### src/vit_pkg.sv
package vit_pkg;

    // trellis shape for K=3
    localparam int NUM_STATES = 4;              // 2^(K-1) states
    localparam int STATE_W    = 2;              // state = {newest bit, older bit}

    // frame layout
    localparam int FRAME_LEN  = 16;             // trellis steps per frame
    localparam int TAIL_LEN   = 2;              // zero flush bits, K-1
    localparam int DATA_W     = FRAME_LEN - TAIL_LEN;
    localparam int STEP_W     = 4;              // addresses FRAME_LEN steps

    // path metrics
    localparam int PM_W       = 6;              // 2 per step worst case, 32 fits
    localparam logic [PM_W-1:0] PM_MAX = '1;    // start value of unreachable states

    // generator taps, bit 2 is the current input bit
    localparam logic [2:0] GEN0 = 3'o7;         // first code bit
    localparam logic [2:0] GEN1 = 3'o5;         // second code bit

    // frame FSM encoding
    localparam logic [1:0] ST_IDLE  = 2'd0;
    localparam logic [1:0] ST_ACQ   = 2'd1;     // collecting symbol pairs
    localparam logic [1:0] ST_TRACE = 2'd2;     // walking survivors back
    localparam logic [1:0] ST_DONE  = 2'd3;

endpackage

### src/vit_control.sv
`timescale 1ns/10ps

module vit_control
    import vit_pkg::*;
(
    input  logic clk,
    input  logic rst,
    input  logic i_start,       // one-cycle frame start
    input  logic i_sym_valid,   // symbol strobe from outside
    input  logic i_last,        // from step counter
    output logic o_clr,
    output logic o_cnt_up,
    output logic o_cnt_down,
    output logic o_en_acs,
    output logic o_en_tb,
    output logic o_busy,
    output logic o_done
);

logic [1:0] state;
logic [1:0] state_nxt;

always_ff @(posedge clk or negedge rst)
begin
    if (!rst)
    begin
        state  <= ST_IDLE;
        o_done <= 1'b0;
    end
    else
    begin
        state  <= state_nxt;
        o_done <= (state == ST_DONE);   // one cycle after trace ends
    end
end

always_comb
begin
    state_nxt = state;
    case (state)
        ST_IDLE:
            if (i_start)
                state_nxt = ST_ACQ;
        ST_ACQ:
            if (i_last)                 // 16th strobe, counter at top
                state_nxt = ST_TRACE;
        ST_TRACE:
            if (i_last)                 // step 0 read this cycle
                state_nxt = ST_DONE;
        default:
            state_nxt = ST_IDLE;        // done lasts a single cycle
    endcase
end

// block enables
assign o_clr      = (state == ST_IDLE) && i_start;
assign o_en_acs   = (state == ST_ACQ) && i_sym_valid;   // stray strobes elsewhere dropped
assign o_en_tb    = (state == ST_TRACE);
assign o_cnt_up   = o_en_acs;
assign o_cnt_down = o_en_tb;
assign o_busy     = (state != ST_IDLE);                 // drops as o_done rises

a_done_pulse: assert property (@(posedge clk) disable iff (!rst) o_done |=> !o_done);
a_en_excl:    assert property (@(posedge clk) disable iff (!rst) !(o_en_acs && o_en_tb));

endmodule

### src/vit_step_counter.sv
`timescale 1ns/10ps

module vit_step_counter
    import vit_pkg::*;
(
    input  logic              clk,
    input  logic              rst,
    input  logic              i_clr,    // frame start
    input  logic              i_up,     // acquire steps
    input  logic              i_down,   // traceback steps
    output logic [STEP_W-1:0] o_step,   // survivor memory address
    output logic              o_last
);

logic [STEP_W-1:0] step;

assign o_step = step;

// top going up, bottom going down
assign o_last = (i_up && step == STEP_W'(FRAME_LEN - 1)) || (i_down && step == '0);

always_ff @(posedge clk or negedge rst)
begin
    if (!rst)
        step <= '0;
    else if (i_clr)
        step <= '0;
    else if (!o_last)                   // hold at the turn, 15 is also first trace address
    begin
        if (i_up)
            step <= step + STEP_W'(1);
        else if (i_down)
            step <= step - STEP_W'(1);
    end
end

a_dir_excl: assert property (@(posedge clk) disable iff (!rst) !(i_up && i_down));

endmodule

### src/vit_acs.sv
`timescale 1ns/10ps

module vit_acs
    import vit_pkg::*;
(
    input  logic                  clk,
    input  logic                  rst,
    input  logic                  i_clr,
    input  logic                  i_en,     // one trellis step
    input  logic [1:0]            i_sym,    // [1] first code bit, [0] second
    output logic [NUM_STATES-1:0] o_dec     // 1 = odd predecessor won
);

logic [PM_W-1:0] pm     [NUM_STATES];
logic [PM_W-1:0] pm_nxt [NUM_STATES];
logic [PM_W:0]   sum0   [NUM_STATES];      // via predecessor {ns[0],0}
logic [PM_W:0]   sum1   [NUM_STATES];      // via predecessor {ns[0],1}
logic [PM_W:0]   pm_sum [NUM_STATES];      // winner before saturation
logic            from_real [NUM_STATES];   // winner came from a reachable state

// encoder output pair for input u leaving state p
function automatic logic [1:0] branch_bits(input logic u, input logic [STATE_W-1:0] p);
    logic [2:0] r;
    r = {u, p};
    branch_bits = {^(r & GEN0), ^(r & GEN1)};
endfunction

function automatic logic [1:0] hamming(input logic [1:0] a, input logic [1:0] b);
    logic [1:0] x;
    x = a ^ b;
    hamming = {1'b0, x[1]} + {1'b0, x[0]};
endfunction

always_comb
begin
    logic [STATE_W-1:0] p0;
    logic [STATE_W-1:0] p1;
    logic               u;
    for (int ns = 0; ns < NUM_STATES; ns++)
    begin
        u  = ns[1];                         // bit that entered ns
        p0 = {ns[0], 1'b0};
        p1 = {ns[0], 1'b1};
        sum0[ns] = {1'b0, pm[p0]} + (PM_W+1)'(hamming(i_sym, branch_bits(u, p0)));
        sum1[ns] = {1'b0, pm[p1]} + (PM_W+1)'(hamming(i_sym, branch_bits(u, p1)));
        o_dec[ns]     = sum1[ns] < sum0[ns];   // tie keeps lower predecessor
        pm_sum[ns]    = o_dec[ns] ? sum1[ns] : sum0[ns];
        from_real[ns] = (o_dec[ns] ? pm[p1] : pm[p0]) != PM_MAX;
        pm_nxt[ns]    = pm_sum[ns][PM_W] ? PM_MAX : pm_sum[ns][PM_W-1:0];  // saturate
    end
end

// encoder starts in state 0, others unreachable
always_ff @(posedge clk or negedge rst)
begin
    if (!rst)
    begin
        for (int s = 0; s < NUM_STATES; s++)
            pm[s] <= (s == 0) ? '0 : PM_MAX;
    end
    else if (i_clr)
    begin
        for (int s = 0; s < NUM_STATES; s++)
            pm[s] <= (s == 0) ? '0 : PM_MAX;
    end
    else if (i_en)
    begin
        for (int s = 0; s < NUM_STATES; s++)
            pm[s] <= pm_nxt[s];
    end
end

// a real path never has to be clipped over a whole frame
for (genvar g = 0; g < NUM_STATES; g++)
begin : g_pm_chk
    a_pm_range: assert property (@(posedge clk) disable iff (!rst)
        i_en && from_real[g] |-> pm_sum[g] <= (PM_W+1)'(PM_MAX));
end

endmodule

### src/vit_survivor_mem.sv
`timescale 1ns/10ps

module vit_survivor_mem
    import vit_pkg::*;
(
    input  logic                  clk,
    input  logic                  i_we,     // acquire step
    input  logic [STEP_W-1:0]     i_addr,   // trellis step
    input  logic [NUM_STATES-1:0] i_wdata,  // decisions from acs
    output logic [NUM_STATES-1:0] o_rdata   // decisions to traceback
);

// one row per trellis step
// each row holds one decision bit per state
logic [NUM_STATES-1:0] mem [FRAME_LEN];

always_ff @(posedge clk)
begin
    if (i_we)
        mem[i_addr] <= i_wdata;     // written while the step counter moves up
end

// read side is async
// traceback consumes the row in the same cycle
assign o_rdata = mem[i_addr];

endmodule

### src/vit_traceback.sv
`timescale 1ns/10ps

module vit_traceback
    import vit_pkg::*;
(
    input  logic                  clk,
    input  logic                  rst,
    input  logic                  i_clr,    // frame start
    input  logic                  i_en,     // one backward step per cycle
    input  logic [NUM_STATES-1:0] i_dec,    // decisions for the current step
    output logic [STATE_W-1:0]    o_state,
    output logic [DATA_W-1:0]     o_data    // bit i was sent at step i
);

logic [STATE_W-1:0]   state;
logic [STATE_W-1:0]   state_prev;
logic [FRAME_LEN-1:0] bits;         // decoded bits, newest step shifted in first
logic                 en_q;

assign o_state = state;

// predecessor is {older bit, decision bit}
assign state_prev = {o_state[0], i_dec[o_state]};

always_ff @(posedge clk or negedge rst)
begin
    if (!rst)
    begin
        state <= '0;
        bits  <= '0;
        en_q  <= 1'b0;
    end
    else
    begin
        en_q <= i_en;
        if (i_clr)
        begin
            state <= '0;            // zero tail ends in state 0
            bits  <= '0;
        end
        else if (i_en)
        begin
            state <= state_prev;
            bits  <= {bits[FRAME_LEN-2:0], state[STATE_W-1]};  // high bit is the input bit
        end
    end
end

// capture when traceback ends
// tail bits in bits[15:14] dropped
always_ff @(posedge clk)
begin
    if (en_q && !i_en)
        o_data <= bits[DATA_W-1:0];
end

endmodule

### src/vit_top.sv
`timescale 1ns/10ps

module vit_top
    import vit_pkg::*;
(
    input  logic              clk,
    input  logic              rst,
    input  logic              i_start,
    input  logic              i_sym_valid,
    input  logic [1:0]        i_sym,        // {first, second} code bit
    output logic [DATA_W-1:0] o_data,
    output logic              o_done,       // 18 cycles after last symbol strobe
    output logic              o_busy
);

logic                  clr;
logic                  cnt_up;
logic                  cnt_down;
logic                  en_acs;
logic                  en_tb;
logic                  last;
logic [STEP_W-1:0]     step;
logic [NUM_STATES-1:0] dec_wr;      // acs to memory
logic [NUM_STATES-1:0] dec_rd;      // memory to traceback

vit_control u_ctrl (
    .clk         (clk),
    .rst         (rst),
    .i_start     (i_start),
    .i_sym_valid (i_sym_valid),
    .i_last      (last),
    .o_clr       (clr),
    .o_cnt_up    (cnt_up),
    .o_cnt_down  (cnt_down),
    .o_en_acs    (en_acs),
    .o_en_tb     (en_tb),
    .o_busy      (o_busy),
    .o_done      (o_done)
);

vit_step_counter u_cnt (
    .clk    (clk),
    .rst    (rst),
    .i_clr  (clr),
    .i_up   (cnt_up),
    .i_down (cnt_down),
    .o_step (step),
    .o_last (last)
);

vit_acs u_acs (
    .clk   (clk),
    .rst   (rst),
    .i_clr (clr),
    .i_en  (en_acs),
    .i_sym (i_sym),
    .o_dec (dec_wr)
);

vit_survivor_mem u_mem (
    .clk     (clk),
    .i_we    (en_acs),
    .i_addr  (step),            // same address for write and read
    .i_wdata (dec_wr),
    .o_rdata (dec_rd)
);

vit_traceback u_tb (
    .clk     (clk),
    .rst     (rst),
    .i_clr   (clr),
    .i_en    (en_tb),
    .i_dec   (dec_rd),
    .o_state (),                // debug view only
    .o_data  (o_data)
);

endmodule

### config.mk
export PLATFORM = sky130hd
export DESIGN_NAME = vit_top
export DESIGN_NICKNAME = d
export VERILOG_FILES = /design/src/vit_pkg.sv /design/src/vit_control.sv /design/src/vit_step_counter.sv /design/src/vit_acs.sv /design/src/vit_survivor_mem.sv /design/src/vit_traceback.sv /design/src/vit_top.sv
export SDC_FILE = /design/constraint.sdc
export NUM_CORES = 1
export LEC_CHECK = 0
export ABC_AREA = 1
export CAP_MARGIN = 15
export CORE_ASPECT_RATIO = 1.25
export CORE_MARGIN = 5
export CORE_UTILIZATION = 30
export CTS_CLUSTER_SIZE = 10
export DETAILED_ROUTE_END_ITERATION = 12
export DONT_BUFFER_PORTS = 1
export PLACE_DENSITY = 0.46
export SLEW_MARGIN = 20
export SYNTH_ARGS = -nofsm -noshare
export SYNTH_HDL_FRONTEND = slang
export SYNTH_HIERARCHICAL = 1
export SYNTH_SLANG_ARGS = --single-unit
### constraint.sdc
create_clock -name clk -period 3.8 [get_ports clk]
set_input_delay 0.57 -clock clk [delete_from_list [all_inputs] [get_ports clk]]
set_output_delay 0.57 -clock clk [all_outputs]
set_load 0.005 [all_outputs]
==> results of run 1 <==
==> cells by family after synthesis <==
group	Yosys count	share of synthesized area
simple gates	583	0.320
buf+inv	153	0.0886
flops	126	0.450
fa+ha+maj	53	0.0847
compound gates	50	0.0363
xor+xnor	17	0.0198
==> power by group <==
part	internal, mW	leakage (nW)	switching, mW	total [mW]
registers	2.22	1.29	0.353	2.57
clock network	0.939	0.284	0.664	1.60
logic	1.53	2.72	3.23	4.76
total	4.69	4.29	4.25	8.94
==> worst min-delay path, cell delays in order <==
cell     delay [ns]
inv_1          0.03
nand2_2        0.07
nand3_1        0.08
nand2_1        0.06
==> synthesized netlist by cell type <==
master and n:
nor2_1 65, nor3_2 3, dfrtp_1 30, nand2_2 34, nor2_2 5, edfxtp_1 78, nand4_1 12, xnor2_2 1
buf_6 6, a21oi_1 16, a22oi_1 3, o21ai_0 12, fa_1 1, ha_1 52, and2_1 5, o31ai_1 1
buf_2 5, a31oi_1 2, buf_12 2, xnor2_1 1, inv_4 2, o21ai_1 4, or2_2 1, or2_1 1
clkbuf_1 2, clkbuf_2 1, inv_2 6, o22ai_1 7, nor3_4 1, buf_4 8, a21o_1 2, dfstp_2 18
nand3_2 5, a21oi_2 2, o21ai_2 1, inv_8 1, nand3_1 70, nand2_1 374, inv_1 120, nand2_4 4
nor2_4 3, xor2_1 15
==> layout by cell type, fill, tap and decap left out, drive strengths merged <==
master	netlist	routed
a22oi	3	3
nor3	4	4
inv	129	139
edfxtp	78	78
fa	1	1
ha	52	52
o21ai	17	17
a21oi	18	18
bufinv	0	1
and2	5	5
clkinvlp	0	1
nor2	73	73
nand3	75	75
xor2	15	15
dlygate4sd3	0	1
xnor2	2	2
nand4	12	12
o31ai	1	1
buf	21	11
dfrtp	30	30
a21o	2	2
nand2	412	412
or2	2	2
clkbuf	3	18
a31oi	2	2
o22ai	7	7
clkinv	0	2
dfstp	18	18
==> routing by layer <==
layer | routed length (um) | global-route usage | vias to the layer above
li1 | - | - | 3126
met1 | 8510 | 0.159 | 2714
met2 | 9400 | 0.233 | 75
met3 | 388 | 0.0234 | 24
met4 | 342 | 0.0431 | 0
met5 | 0 | 0 | -
==> per-stage QoR <==
step / setup slack (ns) / util / hold WS, ns / cell area (um^2)
3_5_place_dp: 0.347 / 0.316 / 0.276 / 8210
5_1_grt: 0.541 / 0.339 / 0.428 / 8830
3_3_place_gp: 0.341 / 0.316 / 0.276 / 8210
2_1_floorplan: 0.632 / - / 0.274 / 7920
6_report: 0.783 / 0.339 / 0.423 / 8830
4_1_cts: 0.780 / 0.339 / 0.410 / 8830
==> area by class of cell <==
| class | instances | area, um^2 | share of cell area |
|---|---|---|---|
| Timing Repair Buffer | 12 | 113 | 0.0128 |
| Clock inverter | 14 | 140 | 0.0159 |
| Multi-Input combinational cell | 703 | 3650 | 0.413 |
| Inverter | 129 | 497 | 0.0562 |
| Sequential cell | 126 | 3570 | 0.404 |
| Tap cell | 340 | 425 | 0.0482 |
| Clock buffer | 18 | 439 | 0.0497 |
==> final timing paths <==
kind | from | endpoint | slack [ns] | depth (start not counted)
worst min-delay path | i_start | u_ctrl/state[0] | 0.42 | 4
worst min register to register | u_tb/bits[10] | u_tb/o_data[10] | 0.45 | 0
worst max register to register | u_acs/pm[7] | u_acs/pm[5] | 0.92 | 20
max in group asynchronous | rst | u_acs/pm[17] | 2.85 | 2
min in group asynchronous | rst | u_acs/pm[22] | 0.65 | 2
worst max-delay path | i_sym[0] | u_acs/pm[5] | 0.78 | 21
==> registers in the layout, summed over array words and instances (netlist names) <==
name / cells
u_acs/pm: 24
u_tb/bits: 14
u_ctrl/state: 2
u_mem/mem: 64
u_tb/o_data: 14
u_tb/en_q: 1
u_cnt/o_step: 4
u_ctrl/o_done: 1
u_tb/o_state: 2
==> results.yml, run 1 <==
job:
  max-cap-violations: 0
yosys:
  yosys_warnings: 6
  synth_top_area_cell: "edfxtp_1"
  seq_area_frac_synth: 0.450
  syn-instance-count: 982
  syn-mean-instance-area_um2: 8.06
  synth.area.top_cells: "edfxtp_1, nand2_1, dfrtp_1"
  syn-cell-area_um2: 7920
  synth_top_area_share: 0.296
  synth_nets: 1041
  ys_ff_latch: 126
  synth_cell_types: 42
critical_path:
  worstPathMaxFanout: 10
  slowest_delay_ns: 0.37
  cp.buffers_inverters: 4
  crit_required_ns: 4.14
  crit_family: "adder cells"
  worstPathCellList: "inv_1 -> ha_1 -> inv_1 -> ha_1 -> ha_1 -> inv_1 -> nand2_2 -> nand2_2 -> xor2_1 -> inv_1 -> ha_1 -> nand2_1 -> nand2_1 -> a21oi_2 -> nand2_2 -> nand2_1 -> nand2_2 -> nor2_4 -> nand3_2 -> nand2_1 -> nand2_1"
  crit_type: "input pin to flop"
  slowest_stage: "ha_1"
  path_common_cell: "nand2_1"
  start_kind: "input pin"
  worstPathArrival_ns: 3.36
  setup.worst_path.end_class: "flop"
detailed_routing:
  drtAntennaViolNets: 0
  viasPerCell: 4.43
  wl_per_cell_um: 13.9
  drt_iter0_drc: 280
  wl_um: 18600
  vias: 5939
  drc: 0
  drt_first_pass_iters: 5
timing:
  worst_pin_slew_ns: 0.692
  fmax_mhz: 331
  finalHoldViolations: 0
  max_slew_margin: 0.539
  finalSetupViolCount: 0
  setup_tns_ns: 0
  clock_skew_ns: 0.0118
  grt_setup_unrepaired: "false"
  min_period_ns: 3.02
  fin_crit_sh: 0.794
  drv_slew: 0
outcome:
  status: "finished clean"
clock_tree:
  cts_setup_buffers: 0
  cts_tree: "built"
  cts_sinks: 126
  ctsHoldBuffers: 2
  clkTransAtPathRegs_ns: 0.06
  cts_max_level: 4
  root_buffer: "clkbuf_16"
  cts_made_buffers: 17
  cts_resized: 0
  insertion_delay_ns: 0.42
  clock_path_buffers: 2
die:
  die_height_um: 192
  pin_count: 22
  core_area_um2: 26000
  initial_core_util: 0.304
  num_rows: 66
  die_w_um: 155
  die_area_um2: 29800
cells_and_area:
  instances_no_fill: 1342
  synthToLayoutAreaGrowth_pct: 11.5
  diodes: 0
  final_layout_size_suffix_gt1_frac: 0.130
  num-nets-final: 1048
  fillers: 2766
power:
  ir_worst_vdd_mv: 0.546
  leakagePower_nw: 4.29
  finalPower_mw: 8.94
  pwr_density_cell_nw_per_um2: 1010
global_routing:
  grt_pass1_wl_um: 30800
  grt_max_degree: 49
  grt_pass1_vias: 5953
  overflow: 0
  grt_usage: 0.131
  antenna_found_initial: 0
placement:
  place.gp.congestion: 0.864
  placed_cells: 1308
  port_buffers: 0
  dpl.hpwl_um: 13600
hold_path:
  hp-class: "input pin to flop"
(Power assumes the default switching activity.)
==> run 2: changes to the inputs <==
--- a/config.mk
+++ b/config.mk
@@ -5,7 +5,7 @@
 export SDC_FILE = /design/constraint.sdc
 export NUM_CORES = 1
 export LEC_CHECK = 0
-export ABC_AREA = 1
+export ABC_AREA = 0
 export CAP_MARGIN = 15
 export CORE_ASPECT_RATIO = 1.25
 export CORE_MARGIN = 5
==> constraint.sdc (replaced) <==
create_clock -name clk -period 2.95 [get_ports clk]
set_input_delay 0.4425 -clock clk [delete_from_list [all_inputs] [get_ports clk]]
set_output_delay 0.4425 -clock clk [all_outputs]
set_load 0.005 [all_outputs]
==> run 2 against run 1 <==
  * Hold slack worse by 0.15 ns
  * Via count is 19% lower
  * Non-clock buffer count is 53 higher
  * Synthesized cell count is 38% lower
  * Register-to-register slack worse by 0.78 ns
  * Die area is 8.7% lower
  * Sequential power is 31% higher
  * Setup slack worse by 0.65 ns
  * Synthesized area is 9.3% lower
  * Clock skew is 0.0045 ns lower
  * Largest cell class is now flip-flops and latches
  * Largest power group unchanged
  * Highest routed layer unchanged
==> results.yml, run 2 <==
outcome:
  status: "finished clean"
detailed_routing:
  drt_iter0_drc: 294
  wl_um: 15800
  top_layer: "met4"
  drc: 0
  dr_wl_met2_um: 7840
  vias: 4816
  wl_met3_um: 525
  drt_first_pass_iters: 5
  wl_met1_um: 7200
  wl_per_cell_um: 16.3
  viasPerCell: 4.96
  drtAntennaViolNets: 0
clock_tree:
  cts_sinks: 126
  cts_made_buffers: 17
  cts_max_level: 4
  root_buffer: "clkbuf_16"
  cts_tree: "built"
  clock_path_buffers: 2
  insertion_delay_ns: 0.41
  clkTransAtPathRegs_ns: 0.06
timing:
  fin_crit_sh: 0.953
  grt_setup_unrepaired: "true"
  drv_slew: 0
  worst_pin_slew_ns: 0.695
  fmax_mhz: 356
  finalSetupViolCount: 0
  max_slew_margin: 0.532
  min_period_ns: 2.81
  finalHoldViolations: 0
  clock_skew_ns: 0.00733
yosys:
  synth_cell_types: 68
  yosys-top-cells-count: "nor2_1, edfxtp_1, ha_1, a21oi_1, nand2_1"
  synth.area.top_cells: "edfxtp_1, dfrtp_1, ha_1"
  syn-cell-area_um2: 7180
  synth_top_area_share: 0.326
  synth_compound_area_frac: 0.0970
  synth_fa_ha_area_frac: 0.0933
  synthXorXnorAreaFrac: 0.0531
  muxShareOfSynthArea: 0.0927
  synth-main-ff-cell: "edfxtp_1"
  seq_area_frac_synth: 0.496
  synth_top_family_by_area: "simple AND/OR/NAND/NOR gates"
  post-synth-top-count-cell: "nor2_1"
  synth-edff-count: 78
  async_flop_share: 0.381
  synth_nets: 670
  ys_ff_latch: 126
  synth-simple-area-share: 0.125
  syn-instance-count: 611
  yosys_warnings: 6
  synth_top_area_cell: "edfxtp_1"
  syn-mean-instance-area_um2: 11.8
power:
  finalPower_mw: 11.8
  p_int_mw: 7.10
  pwr-share-clk: 0.185
  leakagePower_nw: 3.44
  pwr-share-comb: 0.530
  power_switching_mw: 4.70
  seqPwrFrac: 0.285
  ir_worst_vdd_mv: 0.521
  sw_frac_of_total: 0.398
  pwr_density_cell_nw_per_um2: 1360
global_routing:
  grt_max_degree: 49
  grt_usage: 0.121
  overflow: 0
  antenna_found_initial: 1
  grt_pass1_wl_um: 25800
  grt_pass1_vias: 4858
critical_path:
  slowest_stage: "dfstp_2"
  crit_type: "flop to flop"
  worstPathMaxFanout: 4
  worstPathArrival_ns: 3.10
  crit_required_ns: 3.23
  start_kind: "flop"
  crit_family: "compound AO/OA/AOI/OAI gates"
  slowest_delay_ns: 0.58
  cp.buffers_inverters: 0
  setup.worst_path.end_class: "flop"
  worstPathCellList: "xor2_2 -> ha_2 -> a21oi_4 -> nor2_4 -> xor2_4 -> ha_4 -> a21oi_2 -> o21ai_1 -> a21oi_2 -> mux2i_2 -> a21boi_2 -> o21ai_1"
cells_and_area:
  layout_commonest_cell: "edfxtp_1"
  multi_input_area_um2: 3510
  final_cell_mix: "edfxtp_1, nor2_1, buf_4"
  synthToLayoutAreaGrowth_pct: 21.2
  reg.largest.list: "u_mem/mem: 64 flops, u_acs/pm: 24 flops"
  ff_latch_area_um2: 3570
  fillers: 2284
  num-nets-final: 724
  regMostFlops: "u_mem/mem"
  instances_no_fill: 971
  largest_register_ffs: 64
  final_layout_size_suffix_gt1_frac: 0.265
die:
  core_area_um2: 23600
  die_w_um: 148
  initial_core_util: 0.304
  pin_count: 22
  die_area_um2: 27200
  die_height_um: 183
  num_rows: 63
placement:
  place.gp.congestion: 0.827
  port_buffers: 0
  placed_cells: 934
  dpl.hpwl_um: 11800
hold_path:
  hp-class: "input pin to flop"
job:
  max-cap-violations: 0
run 2: cell families after synthesis:
logic type,Yosys count
buffers and inverters,56
adders and majority gates,53
DFF,126
and+or+nand+nor,192
muxes,43
xor gates and xnor gates,41
AOI/OAI and AO/OA,100
run 2: worst paths after layout:
| path | startpoint | to | slack [ns] | cells after the start |
|---|---|---|---|---|
| hold / removal | i_start | u_ctrl/state[0] | 0.28 | 2 |
| setup reg to reg | u_acs/pm[13] | u_acs/pm[21] | 0.14 | 12 |
| hold reg to reg | u_tb/bits[13] | u_tb/o_data[13] | 0.47 | 0 |
| setup / recovery | u_acs/pm[13] | u_acs/pm[21] | 0.14 | 12 |
| max in group asynchronous | rst | u_acs/pm[9] | 2.08 | 2 |
| min in group asynchronous | rst | u_acs/pm[18] | 0.60 | 2 |
run 2: timing repair:
action / CTS / global route
setup endpoints to repair: 4 / 65
setup buffers: 0 / 2
pin swaps: 0 / 11
hold endpoints to repair: 48 / 0
hold buffers: 2 / 0
gates resized for setup: 1 / 27
run 2: cell type report:
class,instances,area share
antenna,1,0.000287
clock buffer,17,0.0489
clock inverter,15,0.0227
inverter,26,0.0116
multi-input combinational,429,0.403
sequential,126,0.410
tap,292,0.0420
timing repair buffer,65,0.0619
run 2: power by group through the flow:
stage          clock [mW]  sequential (mW)  combinational [mW]
4_1_cts              2.25             3.36                6.01
3_3_place_gp            0             3.39                5.87
2_1_floorplan           0             3.11                4.07
6_report             2.19             3.36                6.25
5_1_grt              2.34             3.43                6.94
3_5_place_dp            0             3.38                5.94
run 2: metrics by stage:
step | setup TNS [ns] | utilization | setup WS (ns) | instance area [um^2] | hold slack (ns)
2_1_floorplan | -0.197 | - | -0.0655 | 7250 | 0.147
3_3_place_gp | -16.79 | 0.334 | -0.348 | 7890 | 0.154
3_5_place_dp | -20.48 | 0.334 | -0.401 | 7890 | 0.154
4_1_cts | 0 | 0.362 | 0.0147 | 8550 | 0.256
5_1_grt | -0.0794 | 0.368 | -0.0215 | 8710 | 0.265
6_report | 0 | 0.368 | 0.137 | 8710 | 0.276
run 2: per-layer routing:
metal / global-route usage / up-vias
met5: 0 / -
met2: 0.206 / 96
met1: 0.153 / 2349
met4: 0.0451 / 0
li1: - / 2345
met3: 0.0235 / 26
==> run 3: changes to the inputs <==
--- a/config.mk
+++ b/config.mk
@@ -14,6 +14,7 @@
 export DETAILED_ROUTE_END_ITERATION = 12
 export DONT_BUFFER_PORTS = 1
 export PLACE_DENSITY = 0.46
+export REMOVE_ABC_BUFFERS = 1
 export SLEW_MARGIN = 20
 export SYNTH_ARGS = -nofsm -noshare
 export SYNTH_HDL_FRONTEND = slang
==> run 3 against run 2 <==
  * Setup slack got worse by 0.060 ns
  * Total power decreased by 0.91%
  * Clock-buffer cell count rose by 2
==> results.yml, run 3 (synthesis results as in run 2) <==
outcome:
  status: "finished clean"
timing:
  drv_slew: 0
  whs_ns: 0.309
  worst_pin_slew_ns: 0.894
  finalSetupViolCount: 0
  max_slew_margin: 0.404
  fin_crit_sh: 0.974
  min_period_ns: 2.87
  clock_skew_ns: 0.00932
  finalHoldViolations: 0
  grt_setup_unrepaired: "true"
  fmax_mhz: 348
  setup_tns_ns: 0
cells_and_area:
  num-nets-final: 734
  largest_register_ffs: 64
  reg.largest.list: "u_mem/mem: 64 flops, u_acs/pm: 24 flops"
  fillers: 2280
  final_layout_size_suffix_gt1_frac: 0.254
  diodes: 0
  layout_commonest_cell: "edfxtp_1"
  final_cell_mix: "edfxtp_1, nor2_1, buf_4"
  synthToLayoutAreaGrowth_pct: 20.5
  regMostFlops: "u_mem/mem"
  finalInstanceArea_um2: 8660
global_routing:
  grt_pass1_wl_um: 26000
  antenna_found_initial: 0
  grt_pass1_vias: 4868
  grt_usage: 0.123
  overflow: 0
  grt_max_degree: 49
detailed_routing:
  drtAntennaViolNets: 0
  drt_iter0_drc: 224
  wl_per_cell_um: 16.6
  viasPerCell: 4.89
  wl_um: 16300
  vias: 4793
  drt_first_pass_iters: 4
  drc: 0
critical_path:
  crit_family: "compound AO/OA/AOI/OAI gates"
  setup.worst_path.end_class: "flop"
  worstPathMaxFanout: 5
  start_kind: "flop"
  critical_path_cell_count: 14
  slowest_delay_ns: 0.41
  crit_type: "flop to flop"
  worstPathArrival_ns: 3.17
  reg2regPathDepth: 14
  cp.buffers_inverters: 2
  crit_required_ns: 3.25
  worstPathCellList: "ha_1 -> ha_1 -> a21oi_4 -> nor2_1 -> xor2_1 -> inv_1 -> ha_1 -> a21oi_2 -> o21ai_2 -> a21oi_4 -> buf_6 -> mux2i_1 -> a21oi_2 -> a21o_1"
  slowest_stage: "dfrtp_1"
  path_common_cell: "ha_1"
placement:
  port_buffers: 0
  dpl.hpwl_um: 12000
  place.gp.congestion: 0.869
  placed_cell_area_um2: 7870
die:
  initial_core_util: 0.304
  pin_count: 22
  num_rows: 63
  die_area_um2: 27200
  die_w_um: 148
  core_area_um2: 23600
  die_height_um: 183
clock_tree:
  insertion_delay_ns: 0.41
  cts_sinks: 126
  clkTransAtPathRegs_ns: 0.05
  cts_tree: "built"
  cts_made_buffers: 17
  cts_max_level: 4
  root_buffer: "clkbuf_16"
  clock_path_buffers: 2
hold_path:
  hp-class: "input pin to flop"
  hold_path_depth: 2
power:
  pwr_density_cell_nw_per_um2: 1350
  leakagePower_nw: 3.48
  ir_worst_vdd_mv: 0.510
job:
  max-cap-violations: 0
run 3: changes by cell type in the layout (fill, tap and decap cells not counted), sizes merged:
cell	delta
clkbuf	+2
bufinv	+1
clkinvlp	-2
buf	+10
diode	-1
clkinv	+4
inv	-5
run 3: worst reg2reg max path, stage by stage (launching register included):
cell and delay, ns:
dfrtp_1 0.41, ha_1 0.26, ha_1 0.23, a21oi_4 0.18
nor2_1 0.08, xor2_1 0.17, inv_1 0.06, ha_1 0.32
a21oi_2 0.16, o21ai_2 0.08, a21oi_4 0.19, buf_6 0.16
mux2i_1 0.23, a21oi_2 0.08, a21o_1 0.15
run 3: power by group:
part / internal, mW / total (mW) / switching [mW] / leakage (nW)
clock network: 1.42 / 2.17 / 0.753 / 0.300
logic: 2.74 / 6.11 / 3.36 / 1.88
registers: 2.89 / 3.42 / 0.527 / 1.30
run 3: cell type report:
class | count | area, um^2 | share of cell area
multi-input cells | 429 | 3420 | 0.395
clock inverters | 13 | 189 | 0.0218
well taps | 292 | 365 | 0.0422
inverters | 26 | 97.6 | 0.0113
clock buffers | 19 | 433 | 0.0500
flip-flops and latches | 126 | 3570 | 0.412
repair buffers | 75 | 587 | 0.0678
run 3: final timing paths:
path	start	end	slack, ns
max	u_acs/pm[18]	u_acs/pm[22]	0.08
min	i_start	u_ctrl/state[0]	0.31
max reg2reg	u_acs/pm[18]	u_acs/pm[22]	0.08
min reg2reg	u_tb/bits[13]	u_tb/o_data[13]	0.45
max in group asynchronous	rst	u_acs/pm[7]	2.09
min in group asynchronous	rst	u_tb/bits[1]	0.55
run 3: per-layer routing:
layer / track usage / part of all wire
met1: 0.150 / 0.44
met3: 0.0213 / 0.021
met4: 0.0462 / 0.015
met5: 0 / 0
met2: 0.217 / 0.52
run 3: timing repair:
item,CTS,global route
gates resized for setup,3,25
endpoints found under the setup margin,4,82
endpoints found under the hold margin,48,0
pin swaps,0,9
hold buffers,2,0
gates cloned,0,1
setup buffers,0,2
run 3: stage by stage:
stage	utilization	setup slack [ns]	cells	total power [mW]
after CTS	0.361	0.00959	977	11.6
after floorplan	-	-0.978	581	6.87
after global placement	0.333	-0.391	943	9.12
after detailed placement	0.333	-0.456	943	9.27
after global routing	0.366	-0.0655	980	12.6
final	0.366	0.0776	980	11.7
